### src/source/fetch_pkg.sv
package fetch_pkg;

  localparam int XLEN        = 32;  // data and address width
  localparam int FQ_DEPTH    = 4;   // queue entries, also credits after reset
  localparam int FQ_CNT_W    = 3;   // holds 0..FQ_DEPTH
  localparam int FQ_PTR_W    = 2;   // circular buffer pointer width
  localparam int BHT_ENTRIES = 16;
  localparam int BHT_IDX_W   = 4;   // pc[5:2]

  // raw rv32i major opcodes, low two bits always 11
  typedef enum logic [6:0] {
    OPC_LUI    = 7'b0110111,
    OPC_AUIPC  = 7'b0010111,
    OPC_JAL    = 7'b1101111,
    OPC_JALR   = 7'b1100111,
    OPC_BRANCH = 7'b1100011,
    OPC_LOAD   = 7'b0000011,
    OPC_STORE  = 7'b0100011,
    OPC_ALUI   = 7'b0010011,
    OPC_ALU    = 7'b0110011
  } opcode_e;

  // op class carried by a micro-op
  typedef enum logic [3:0] {
    OP_LUI, OP_AUIPC, OP_JAL, OP_JALR, OP_BRANCH,
    OP_LOAD, OP_STORE, OP_ALUI, OP_ALU, OP_ILLEGAL
  } op_e;

  typedef struct packed {
    op_e             op;
    logic [2:0]      funct3;
    logic            funct7b5;    // sub/sra select
    logic [4:0]      rd;
    logic [4:0]      rs1;
    logic [4:0]      rs2;
    logic            use_imm;     // operand b from imm
    logic [XLEN-1:0] imm;         // sign-extended
    logic [XLEN-1:0] pc;
    logic            pred_taken;  // bht said taken at fetch
  } uop_t;

endpackage

### src/source/fetch_if.sv
// micro-op push channel from fetch into the queue,
// credit pulses flowing back the other way
interface fetch_if;
  import fetch_pkg::*;

  logic push;    // one cycle per micro-op
  uop_t entry;   // valid with push
  logic credit;  // one cycle per pop

  modport producer (
    output push,
    output entry,
    input  credit
  );

  modport consumer (
    input  push,
    input  entry,
    output credit
  );

endinterface

### src/source/branch_predictor.sv
module branch_predictor (
  input  logic                       clk_in,
  input  logic                       rst_in,
  input  logic [fetch_pkg::XLEN-1:0] lookup_pc,
  input  logic                       resolve_valid,
  input  logic [fetch_pkg::XLEN-1:0] resolve_pc,
  input  logic                       resolve_taken,
  output logic                       predict_taken
);
  import fetch_pkg::*;

  logic [1:0]           bht [BHT_ENTRIES];  // 2-bit saturating counters
  logic [BHT_IDX_W-1:0] lookup_idx;
  logic [BHT_IDX_W-1:0] resolve_idx;
  logic [1:0]           cur_cnt;

  // word-aligned pc, drop bits 1:0
  assign lookup_idx  = lookup_pc[BHT_IDX_W+1:2];
  assign resolve_idx = resolve_pc[BHT_IDX_W+1:2];
  assign cur_cnt     = bht[resolve_idx];

  assign predict_taken = bht[lookup_idx][1];  // upper bit set means taken

  always_ff @(posedge clk_in) begin
    if (rst_in) begin
      for (int i = 0; i < BHT_ENTRIES; i++) begin
        bht[i] <= 2'b01;  // weakly not-taken
      end
    end else if (resolve_valid) begin
      if (resolve_taken) begin
        if (cur_cnt != 2'b11) begin
          bht[resolve_idx] <= cur_cnt + 2'd1;
        end
      end else if (cur_cnt != 2'b00) begin
        bht[resolve_idx] <= cur_cnt - 2'd1;
      end
    end
  end

endmodule

### src/source/fetch_queue.sv
module fetch_queue (
  input  logic            clk_in,
  input  logic            rst_in,
  input  logic            flush,
  input  logic            issue_ready,
  output logic            issue_valid,
  output fetch_pkg::uop_t issue_uop,
  fetch_if.consumer       fq
);
  import fetch_pkg::*;

  uop_t                mem [FQ_DEPTH];
  logic [FQ_PTR_W-1:0] wr_ptr;
  logic [FQ_PTR_W-1:0] rd_ptr;
  logic [FQ_CNT_W-1:0] count;  // occupancy
  logic                pop;

  assign issue_valid = (count != '0);
  assign issue_uop   = mem[rd_ptr];
  assign pop         = issue_valid && issue_ready;
  assign fq.credit   = pop;  // one slot back to fetch

  // payload, credits guarantee a free slot
  always_ff @(posedge clk_in) begin
    if (fq.push) begin
      mem[wr_ptr] <= fq.entry;
    end
  end

  always_ff @(posedge clk_in) begin
    if (rst_in || flush) begin
      wr_ptr <= '0;
      rd_ptr <= '0;
      count  <= '0;
    end else begin
      if (fq.push) wr_ptr <= wr_ptr + 1'b1;  // wraps at FQ_DEPTH
      if (pop)     rd_ptr <= rd_ptr + 1'b1;
      case ({fq.push, pop})
        2'b10:   count <= count + 1'b1;
        2'b01:   count <= count - 1'b1;
        default: count <= count;
      endcase
    end
  end

endmodule

### src/source/fetch_top.sv
module fetch_top (
  input  logic                       clk_in,
  input  logic                       rst_in,
  input  logic [fetch_pkg::XLEN-1:0] inst,
  input  logic                       inst_valid,
  input  logic                       resolve_valid,
  input  logic [fetch_pkg::XLEN-1:0] resolve_pc,
  input  logic                       resolve_taken,
  input  logic                       redirect_valid,
  input  logic [fetch_pkg::XLEN-1:0] redirect_addr,
  input  logic                       jalr_done,
  input  logic [fetch_pkg::XLEN-1:0] jalr_addr,
  input  logic                       issue_ready,
  output logic [fetch_pkg::XLEN-1:0] fetch_addr,
  output logic                       issue_valid,
  output fetch_pkg::uop_t            issue_uop
);
  import fetch_pkg::*;

  logic [XLEN-1:0] lookup_pc;
  logic            predict_taken;

  fetch_if fq_bus ();  // fetch to queue, credits back

  branch_predictor u_bp (
    .clk_in        (clk_in),
    .rst_in        (rst_in),
    .lookup_pc     (lookup_pc),
    .resolve_valid (resolve_valid),
    .resolve_pc    (resolve_pc),
    .resolve_taken (resolve_taken),
    .predict_taken (predict_taken)
  );

  fetch_unit u_fetch (
    .clk_in         (clk_in),
    .rst_in         (rst_in),
    .inst           (inst),
    .inst_valid     (inst_valid),
    .predict_taken  (predict_taken),
    .redirect_valid (redirect_valid),
    .redirect_addr  (redirect_addr),
    .jalr_done      (jalr_done),
    .jalr_addr      (jalr_addr),
    .fetch_addr     (fetch_addr),
    .lookup_pc      (lookup_pc),
    .fq             (fq_bus.producer)
  );

  fetch_queue u_fq (
    .clk_in      (clk_in),
    .rst_in      (rst_in),
    .flush       (redirect_valid),  // mispredict empties the queue
    .issue_ready (issue_ready),
    .issue_valid (issue_valid),
    .issue_uop   (issue_uop),
    .fq          (fq_bus.consumer)
  );

endmodule

### src/source/fetch_unit.sv
module fetch_unit (
  input  logic                       clk_in,
  input  logic                       rst_in,
  input  logic [fetch_pkg::XLEN-1:0] inst,
  input  logic                       inst_valid,
  input  logic                       predict_taken,
  input  logic                       redirect_valid,
  input  logic [fetch_pkg::XLEN-1:0] redirect_addr,
  input  logic                       jalr_done,
  input  logic [fetch_pkg::XLEN-1:0] jalr_addr,
  output logic [fetch_pkg::XLEN-1:0] fetch_addr,
  output logic [fetch_pkg::XLEN-1:0] lookup_pc,
  fetch_if.producer                  fq
);
  import fetch_pkg::*;

  logic [XLEN-1:0]     pc;
  logic [XLEN-1:0]     pc_next;
  logic                jalr_pend;  // waiting on jalr target
  logic [FQ_CNT_W-1:0] credits;    // free queue slots
  logic                accept;
  logic                br_taken;
  uop_t                dec_uop;
  uop_t                push_uop;

  inst_decoder u_dec (
    .inst (inst),
    .uop  (dec_uop)
  );

  assign fetch_addr = pc;
  assign lookup_pc  = pc;  // bht looked up with the word being fetched

  // take the word this cycle
  assign accept   = inst_valid && (credits != '0) && !jalr_pend && !redirect_valid;
  assign br_taken = (dec_uop.op == OP_BRANCH) && predict_taken;

  always_comb begin
    push_uop            = dec_uop;
    push_uop.pc         = pc;
    push_uop.pred_taken = br_taken;  // only branches carry a prediction
  end

  assign fq.push  = accept;
  assign fq.entry = push_uop;

  // next pc, priority order
  always_comb begin
    pc_next = pc;  // hold when stalled
    if (redirect_valid) begin
      pc_next = redirect_addr;
    end else if (jalr_pend && jalr_done) begin
      pc_next = jalr_addr;
    end else if (accept) begin
      if (dec_uop.op == OP_JAL || br_taken) begin
        pc_next = pc + dec_uop.imm;
      end else begin
        pc_next = pc + XLEN'(4);
      end
    end
  end

  always_ff @(posedge clk_in) begin
    if (rst_in) begin
      pc        <= '0;
      jalr_pend <= 1'b0;
    end else begin
      pc <= pc_next;
      if (redirect_valid) begin
        jalr_pend <= 1'b0;  // redirect drops the pending jalr
      end else if (accept && dec_uop.op == OP_JALR) begin
        jalr_pend <= 1'b1;
      end else if (jalr_done) begin
        jalr_pend <= 1'b0;
      end
    end
  end

  // credit counter, flush refills it without credit pulses
  always_ff @(posedge clk_in) begin
    if (rst_in || redirect_valid) begin
      credits <= FQ_CNT_W'(FQ_DEPTH);
    end else begin
      case ({fq.push, fq.credit})
        2'b10:   credits <= credits - 1'b1;
        2'b01:   credits <= credits + 1'b1;
        default: credits <= credits;  // none, or both cancel
      endcase
    end
  end

endmodule

### src/source/inst_decoder.sv
module inst_decoder (
  input  logic [fetch_pkg::XLEN-1:0] inst,
  output fetch_pkg::uop_t            uop
);
  import fetch_pkg::*;

  opcode_e         opcode;
  logic [XLEN-1:0] imm_i;
  logic [XLEN-1:0] imm_s;
  logic [XLEN-1:0] imm_b;
  logic [XLEN-1:0] imm_u;
  logic [XLEN-1:0] imm_j;

  assign opcode = opcode_e'(inst[6:0]);

  // immediates by format, all sign-extended from inst[31]
  assign imm_i = {{20{inst[31]}}, inst[31:20]};
  assign imm_s = {{20{inst[31]}}, inst[31:25], inst[11:7]};
  assign imm_b = {{19{inst[31]}}, inst[31], inst[7], inst[30:25], inst[11:8], 1'b0};
  assign imm_u = {inst[31:12], 12'b0};
  assign imm_j = {{11{inst[31]}}, inst[31], inst[19:12], inst[20], inst[30:21], 1'b0};

  always_comb begin
    uop          = '0;  // pc and pred_taken stay zero here
    uop.funct3   = inst[14:12];
    uop.funct7b5 = inst[30];
    uop.rd       = inst[11:7];
    uop.rs1      = inst[19:15];
    uop.rs2      = inst[24:20];
    case (opcode)
      OPC_LUI: begin
        uop.op      = OP_LUI;
        uop.use_imm = 1'b1;
        uop.imm     = imm_u;
      end
      OPC_AUIPC: begin
        uop.op      = OP_AUIPC;
        uop.use_imm = 1'b1;
        uop.imm     = imm_u;
      end
      OPC_JAL: begin
        uop.op      = OP_JAL;
        uop.use_imm = 1'b1;
        uop.imm     = imm_j;  // jump offset
      end
      OPC_JALR: begin
        uop.op      = OP_JALR;
        uop.use_imm = 1'b1;
        uop.imm     = imm_i;
      end
      OPC_BRANCH: begin
        uop.op  = OP_BRANCH;  // compares rs1/rs2, imm only for target
        uop.imm = imm_b;
      end
      OPC_LOAD: begin
        uop.op      = OP_LOAD;
        uop.use_imm = 1'b1;
        uop.imm     = imm_i;
      end
      OPC_STORE: begin
        uop.op      = OP_STORE;
        uop.use_imm = 1'b1;
        uop.imm     = imm_s;
      end
      OPC_ALUI: begin
        uop.op      = OP_ALUI;
        uop.use_imm = 1'b1;
        uop.imm     = imm_i;  // shamt sits in the low bits
      end
      OPC_ALU:  uop.op = OP_ALU;
      default:  uop.op = OP_ILLEGAL;  // passed on, imm left zero
    endcase
  end

endmodule

### config.mk
export PLATFORM = sky130hd
export DESIGN_NAME = fetch_top
export DESIGN_NICKNAME = d
export VERILOG_FILES = /design/src/source/fetch_pkg.sv /design/src/source/fetch_if.sv /design/src/source/branch_predictor.sv /design/src/source/fetch_queue.sv /design/src/source/fetch_top.sv /design/src/source/fetch_unit.sv /design/src/source/inst_decoder.sv
export SDC_FILE = /design/constraint.sdc
export NUM_CORES = 1
export LEC_CHECK = 0
export ABC_AREA = 1
export BUFFER_PORTS_ARGS = -buffer_cell sky130_fd_sc_hd__buf_4
export CORE_MARGIN = 1.5
export CORE_UTILIZATION = 55
export CTS_CLUSTER_SIZE = 25
export DETAILED_ROUTE_END_ITERATION = 8
export GPL_ROUTABILITY_DRIVEN = 1
export PLACE_DENSITY = 0.82
export SLEW_MARGIN = 20
export SYNTH_ARGS = -nofsm -noshare
export SYNTH_HDL_FRONTEND = slang
export SYNTH_SLANG_ARGS = --single-unit
### constraint.sdc
create_clock -name clk_in -period 11.3 [get_ports clk_in]
set_input_delay 1.13 -clock clk_in [delete_from_list [all_inputs] [get_ports clk_in]]
set_output_delay 1.13 -clock clk_in [all_outputs]
set_load 0.005 [all_outputs]
Word-level counts from Yosys, hierarchy flattened
Memories as Yosys holds them, arrays and structs flattened. A register that Yosys moved wholly into a read port is not among the register bits.
Cells that the tools add are included.
{ "totals": {"output_inout_bits": 122, "memories": 2, "ramBits": 388, "word_cells": 89, "register_bits": 43, "inputBits": 136} }
{ "op_classes": {"bitwise_logic": 1, "reduce_logical": 22, "add_sub_neg": 10, "n_mux": 33, "eq_ne": 15} }
{ "mem_list": {"columns": ["name", "depth", "width", "read_ports", "rd_ports_with_merged_regs", "write_ports", "line_no", "rtl"], "rows": [
  ["u_fq.mem", 4, 89, 1, 1, 1, "fetch_queue.sv:12", "uop_t mem [FQ_DEPTH];"],
  ["u_bp.bht", 16, 2, 2, 1, 16, "branch_predictor.sv:12", "logic [1:0] bht [BHT_ENTRIES];"]
]} }
{ "op_table": {"columns": ["cell", "n"], "rows": [
  ["$pmux 32 s5", 1],
  ["$mux 32", 4],
  ["$pmux 4 s9", 1],
  ["$add 32x3->32 const B", 1],
  ["$add 32x32->32", 1],
  ["$eq 7x6->1 const B", 3],
  ["$eq 7x7->1 const B", 3],
  ["$mux 1", 18],
  ["$eq 7x5->1 const B", 2],
  ["$mux 4", 3],
  ["$pmux 3 s2", 2],
  ["$reduce_bool 3->1", 3],
  ["$eq 4x2->1 const B", 2],
  ["$mux 2", 4],
  ["$eq 7x2->1 const B", 1],
  ["$logic_and 1x1->1", 7],
  ["$reduce_or 7->1", 1],
  ["$add 2x1->2 const B", 3],
  ["$add 3x1->3 const B", 2],
  ["$reduce_bool 2->1", 3],
  ["$reduce_or 2->1", 3],
  ["$sub 3x1->3 const B", 2],
  ["$eq 4x3->1 const B", 1],
  ["$reduce_or 3->1", 1],
  ["other kinds (7)", 9]
]} }

Logic depth before layout (Yosys ltp)
{ "logic_depth": {"depth_word": 11, "ltp_mapped": 29, "mapped_depth_nobuf": 28} }

By module
From an unflattened synthesis, not the netlist that was laid out.
{ "hier_totals": {"hier_cells": 2501, "area_unflattened_um2": 22709.3} }
{ "modules_own_cells": {"columns": ["module", "seq_area_each_um2", "area_each_um2", "cells_per_inst", "n_inst"], "rows": [
  ["fetch_queue", 10870.4, 13646.8, 928, 1],
  ["fetch_unit", 720.7, 6013.3, 1121, 1],
  ["branch_predictor", 960.9, 2006.9, 268, 1],
  ["inst_decoder", 0.0, 1042.2, 184, 1]
]} }

Worst setup path after synthesis
OpenSTA, ideal clock, no wires.
{ "synth_path": {"path_kind": "input port to flip-flop", "start": "in redirect_valid", "end": "mem u_fq.mem[0][0] (netlist name) (enable)", "setup_time_ps": 538, "t_required_ps": 10762, "path_buffers": 1, "path_stages": 4, "arrival_ps": 5661, "setup_slack_ps": 5101, "cell_sequence": "clkbuf_1 -> nor4_2 -> inv_1 -> nor2_1"} }
{ "synth_between": {"elab_chain_len": 4} }
{ "synth_rtl": {"columns": ["element", "line_no", "rtl"], "rows": [
  ["start: declaration", "fetch_top.sv:9", "input logic redirect_valid,"],
  ["$logic_not 1->1", "fetch_unit.sv:35", "assign accept = inst_valid && (credits != '0) && !jalr_pend && !redirect_valid;"],
  ["$logic_and 1x1->1", "fetch_unit.sv:35", null],
  ["$mux 1", "fetch_queue.sv:25", "if (fq.push) begin"],
  ["$mux 1 (not written as such)", "fetch_queue.sv:26", "mem[wr_ptr] <= fq.entry;"],
  ["end: declaration", "fetch_queue.sv:12", null]
]} }
Every way passes these cells.

==> out/qor.csv <==
stage;metric;value;unit
run_status;status;completed;
setup_path;critical path, cell by cell;buf_4 -> inv_1 -> nand2_1 -> nor2_1 -> nand2_1 -> nand2_1 -> inv_1 -> nand2_1 -> inv_1 -> nor2_1 -> ha_1 -> nand2_1 -> inv_1 -> a21oi_1 -> nand2_1 -> nand2_1 -> nand2_1 -> a21oi_1 -> or2_2 -> nand3_1 -> nand3_1 -> nand2_1 -> a21oi_1;
final_layout;post-route cell area;0.0245;mm²
route;WL/cell;21.0;µm
setup_path;Crit. End Element;flop;
logic_synthesis;Top FF cell, synth;edfxtp_1;
route;DRT iter0 DRCs;1908;
sta;Hold Vio Cnt, Final;0;
min_path;Worst Hold Path Cells;2;
logic_synthesis;number of synthesized register bits;437;
sta;clk_skew;0.0165;ns
floorplan;die width;200;µm
grt;number of global-route vias before repair;16163;
place;HPWL Detailed;40800;µm
setup_path;r2r worst-path depth;9;
grt;initial antenna violation count;0;
pwr;clock share of power;39.5;%
setup_path;crit path DAT;5.40;ns
sta;setup_tns;0;ns
route;wirelength, routed;61200;µm
pwr;P_sw;866;µW
route;post-route DRC violation count;0;
logic_synthesis;syn avg cell area;9.63;µm²
logic_synthesis;commonest cells in the netlist;nand2_1 (415), edfxtp_1 (388), nor2_1 (315);
pwr;Leak;9.61;nW
place;Placement Setup Slack;5.98;ns
setup_path;CP max stage delay;0.59;ns
clock_network;CTS resizes;0;
sta;Tcrit/Tclk final;43.1;%
sta;min Tclk post-route;4.87;ns
sta;RSZ-0062 raised after global routing;no;
route;Via density;5.93;
grt;GRT Util Overall;30.8;%
setup_path;startpoint types;input pin;
place;Port Buffers;229;
pwr;Seq pwr share;51.8;%
route;vias;17261;
logic_synthesis;post-synth top area share;54.8;%
final_layout;layout cells sized above 1;14.9;%
sta;Final WS setup;6.43;ns
route;antenna-violating nets left;0;
setup_path;highest-delay cell along the critical path;nand2_1;
floorplan;Initial Util;56.2;%
logic_synthesis;Netlist Area Pre-Place;0.0213;mm²
logic_synthesis;YS warnings;0;
clock_network;CTS H-Tree Depth;2;
floorplan;# IOs;258;
sta;Max Slew Vio Count;0;
sta;fmax;205;MHz
logic_synthesis;top cells by area, synth;edfxtp_1 (55%), nand2_1 (7.3%), o21ai_0 (5.6%);
logic_synthesis;Post-Syn Nets;2384;
min_path;HP Class;reg2reg;
clock_network;Skew-Pair Late Insertion Delay;0.59;ns
place;dpl cell area;0.0231;mm²
logic_synthesis;area leader, netlist;edfxtp_1;
logic_synthesis;Post-synth ARST share;0;%
pwr;Pwr Density;146;mW/mm²
pwr;maximum vdd drop;0.000114;V
setup_path;Required @ worst endpoint;11.82;ns
setup_path;most used cell, CP;nand2_1;
clock_network;CTS max path bufs;3;
pwr;Logic pwr share;8.7;%
floorplan;die area;0.0398;mm²
logic_synthesis;post-synthesis cell type count;49;
clock_network;root buffer cell;clkbuf_16;
run;max cap viols;0;
clock_network;clock sinks;437;
grt;global-route wire length before repair;91200;µm
place;GP Congestion;0.990;
final_layout;NumNets Final;2540;
pwr;Cell Int Power;2.71;mW
sta;Slew headroom;31.6;%
final_layout;Antenna Cells;0;
route;drt pass-1 iters;6;
clock_network;post-CTS setup buffers;0;
clock_network;TritonCTS Buffers;44;
sta;Setup-failing EPs final;0;
setup_path;Crit Path Max Fanout;17;
grt;largest net degree at the start of global routing;95;
floorplan;total core area;0.0378;mm²
clock_network;Post-CTS Hold Fix Bufs;0;
sta;Slew @ Worst Pin;1.03;ns
logic_synthesis;register area share after synthesis;59.4;%
logic_synthesis;most frequent cell after synthesis;nand2_1;
logic_synthesis;EDFF count, synth;388;
pwr;sw frac;24.2;%
grt;GRT Residual Overflow;0;
setup_path;WS Path Type;in2reg;
floorplan;Core Rows;71;
clock_network;CTS clk-pin slew, worst paths;0.06;ns
final_layout;area grow syn2layout;15.3;%
logic_synthesis;Mapped Cells;2208;
clock_network;CTS tree;done;
floorplan;Die Ht;200;µm
-- power groups by stage --
stage                     Combinational, mW  Sequential (mW)  Clock [mW]
after CTS                             0.310             1.85        1.42
after detailed placement              0.308             1.89           0
after global placement                0.300             1.88           0
after global routing                  0.343             1.86        1.49
after floorplan                       0.187             1.86           0
final                                 0.313             1.86        1.41
-- per-layer routing --
| layer | share of wire, % | GRT usage [%] |
|---|---|---|
| met5 | 0 | 0 |
| met4 | 3.4 | 11.9 |
| met3 | 10 | 5.54 |
| met2 | 47 | 49.4 |
| met1 | 39 | 41.7 |
-- worst max-delay path, delay by kind of cell --
| kind | cells | cell delay (ns) |
|---|---|---|
| and+or+nand+nor | 14 | 2.82 |
| buffers and inverters | 5 | 0.50 |
| AOI/OAI and AO/OA | 3 | 0.54 |
| adders and majority gates | 1 | 0.40 |
-- path summary, 6_finish.rpt --
| path | start | end | slack [ns] |
|---|---|---|---|
| worst max-delay path | inst[4] | u_fetch.fetch_addr[23]$_SDFFE_PP0N_ | 6.43 |
| worst min-delay path | u_fq.count[2]$_SDFFE_PP0P_ | u_fq.count[2]$_SDFFE_PP0P_ | 0.48 |
| worst max register to register | u_fetch.jalr_pend$_SDFFE_PP0P_ | u_fetch.fetch_addr[9]$_SDFFE_PP0N_ | 7.60 |
| worst min register to register | u_fq.count[2]$_SDFFE_PP0P_ | u_fq.count[2]$_SDFFE_PP0P_ | 0.48 |
-- cell usage in the layout (no fill, tap or decap), types with 26 or more instances in the layout --
| cell | netlist | routed |
|---|---|---|
| nand2_1 | 415 | 415 |
| edfxtp_1 | 388 | 388 |
| nor2_1 | 315 | 310 |
| buf_4 | 33 | 242 |
| o21ai_0 | 237 | 237 |
| inv_1 | 151 | 149 |
| nand3_1 | 101 | 101 |
| o22ai_1 | 98 | 98 |
| a21oi_1 | 95 | 95 |
| dfxtp_1 | 49 | 47 |
| clkbuf_16 | 0 | 46 |
| ha_1 | 37 | 37 |
| xor2_1 | 28 | 28 |
| nand4_1 | 26 | 26 |
-- registers in the layout (all words and copies together) (netlist names), named ones only --
signal              count
u_bp.bht               32
u_fetch.credits         3
u_fetch.fetch_addr     32
u_fetch.jalr_pend       1
u_fq.count              3
u_fq.mem              356
u_fq.rd_ptr             2
u_fq.wr_ptr             2
-- metrics by stage --
stage | cells | power (mW) | utilization (%) | hold WS (ns)
after global placement | 2829 | 2.18 | 61.0 | 0.442
after detailed placement | 2829 | 2.20 | 61.0 | 0.467
after floorplan | 2208 | 2.04 | - | 0.436
final | 2910 | 3.58 | 64.8 | 0.484
after CTS | 2910 | 3.59 | 64.8 | 0.478
after global routing | 2910 | 3.69 | 64.8 | 0.489
-- layout make-up --
cell class / count / area, µm²
inverter: 160 / 604
clock buffer: 59 / 1220
multi-input combinational: 1479 / 7400
timing repair buffer: 242 / 1820
fill: 2996 / 13300
clock inverter: 22 / 196
tap: 511 / 639
sequential: 437 / 12600
-- logic make-up after synthesis --
family	synth area share, %
AND/OR/NAND/NOR	18.3
AO/OA/AOI/OAI	12.4
flip-flops	59.4
buffers and inverters	5.98
adder cells (fa/ha/maj)	2.46
XOR/XNOR	1.52
(Power assumes the default switching activity.)
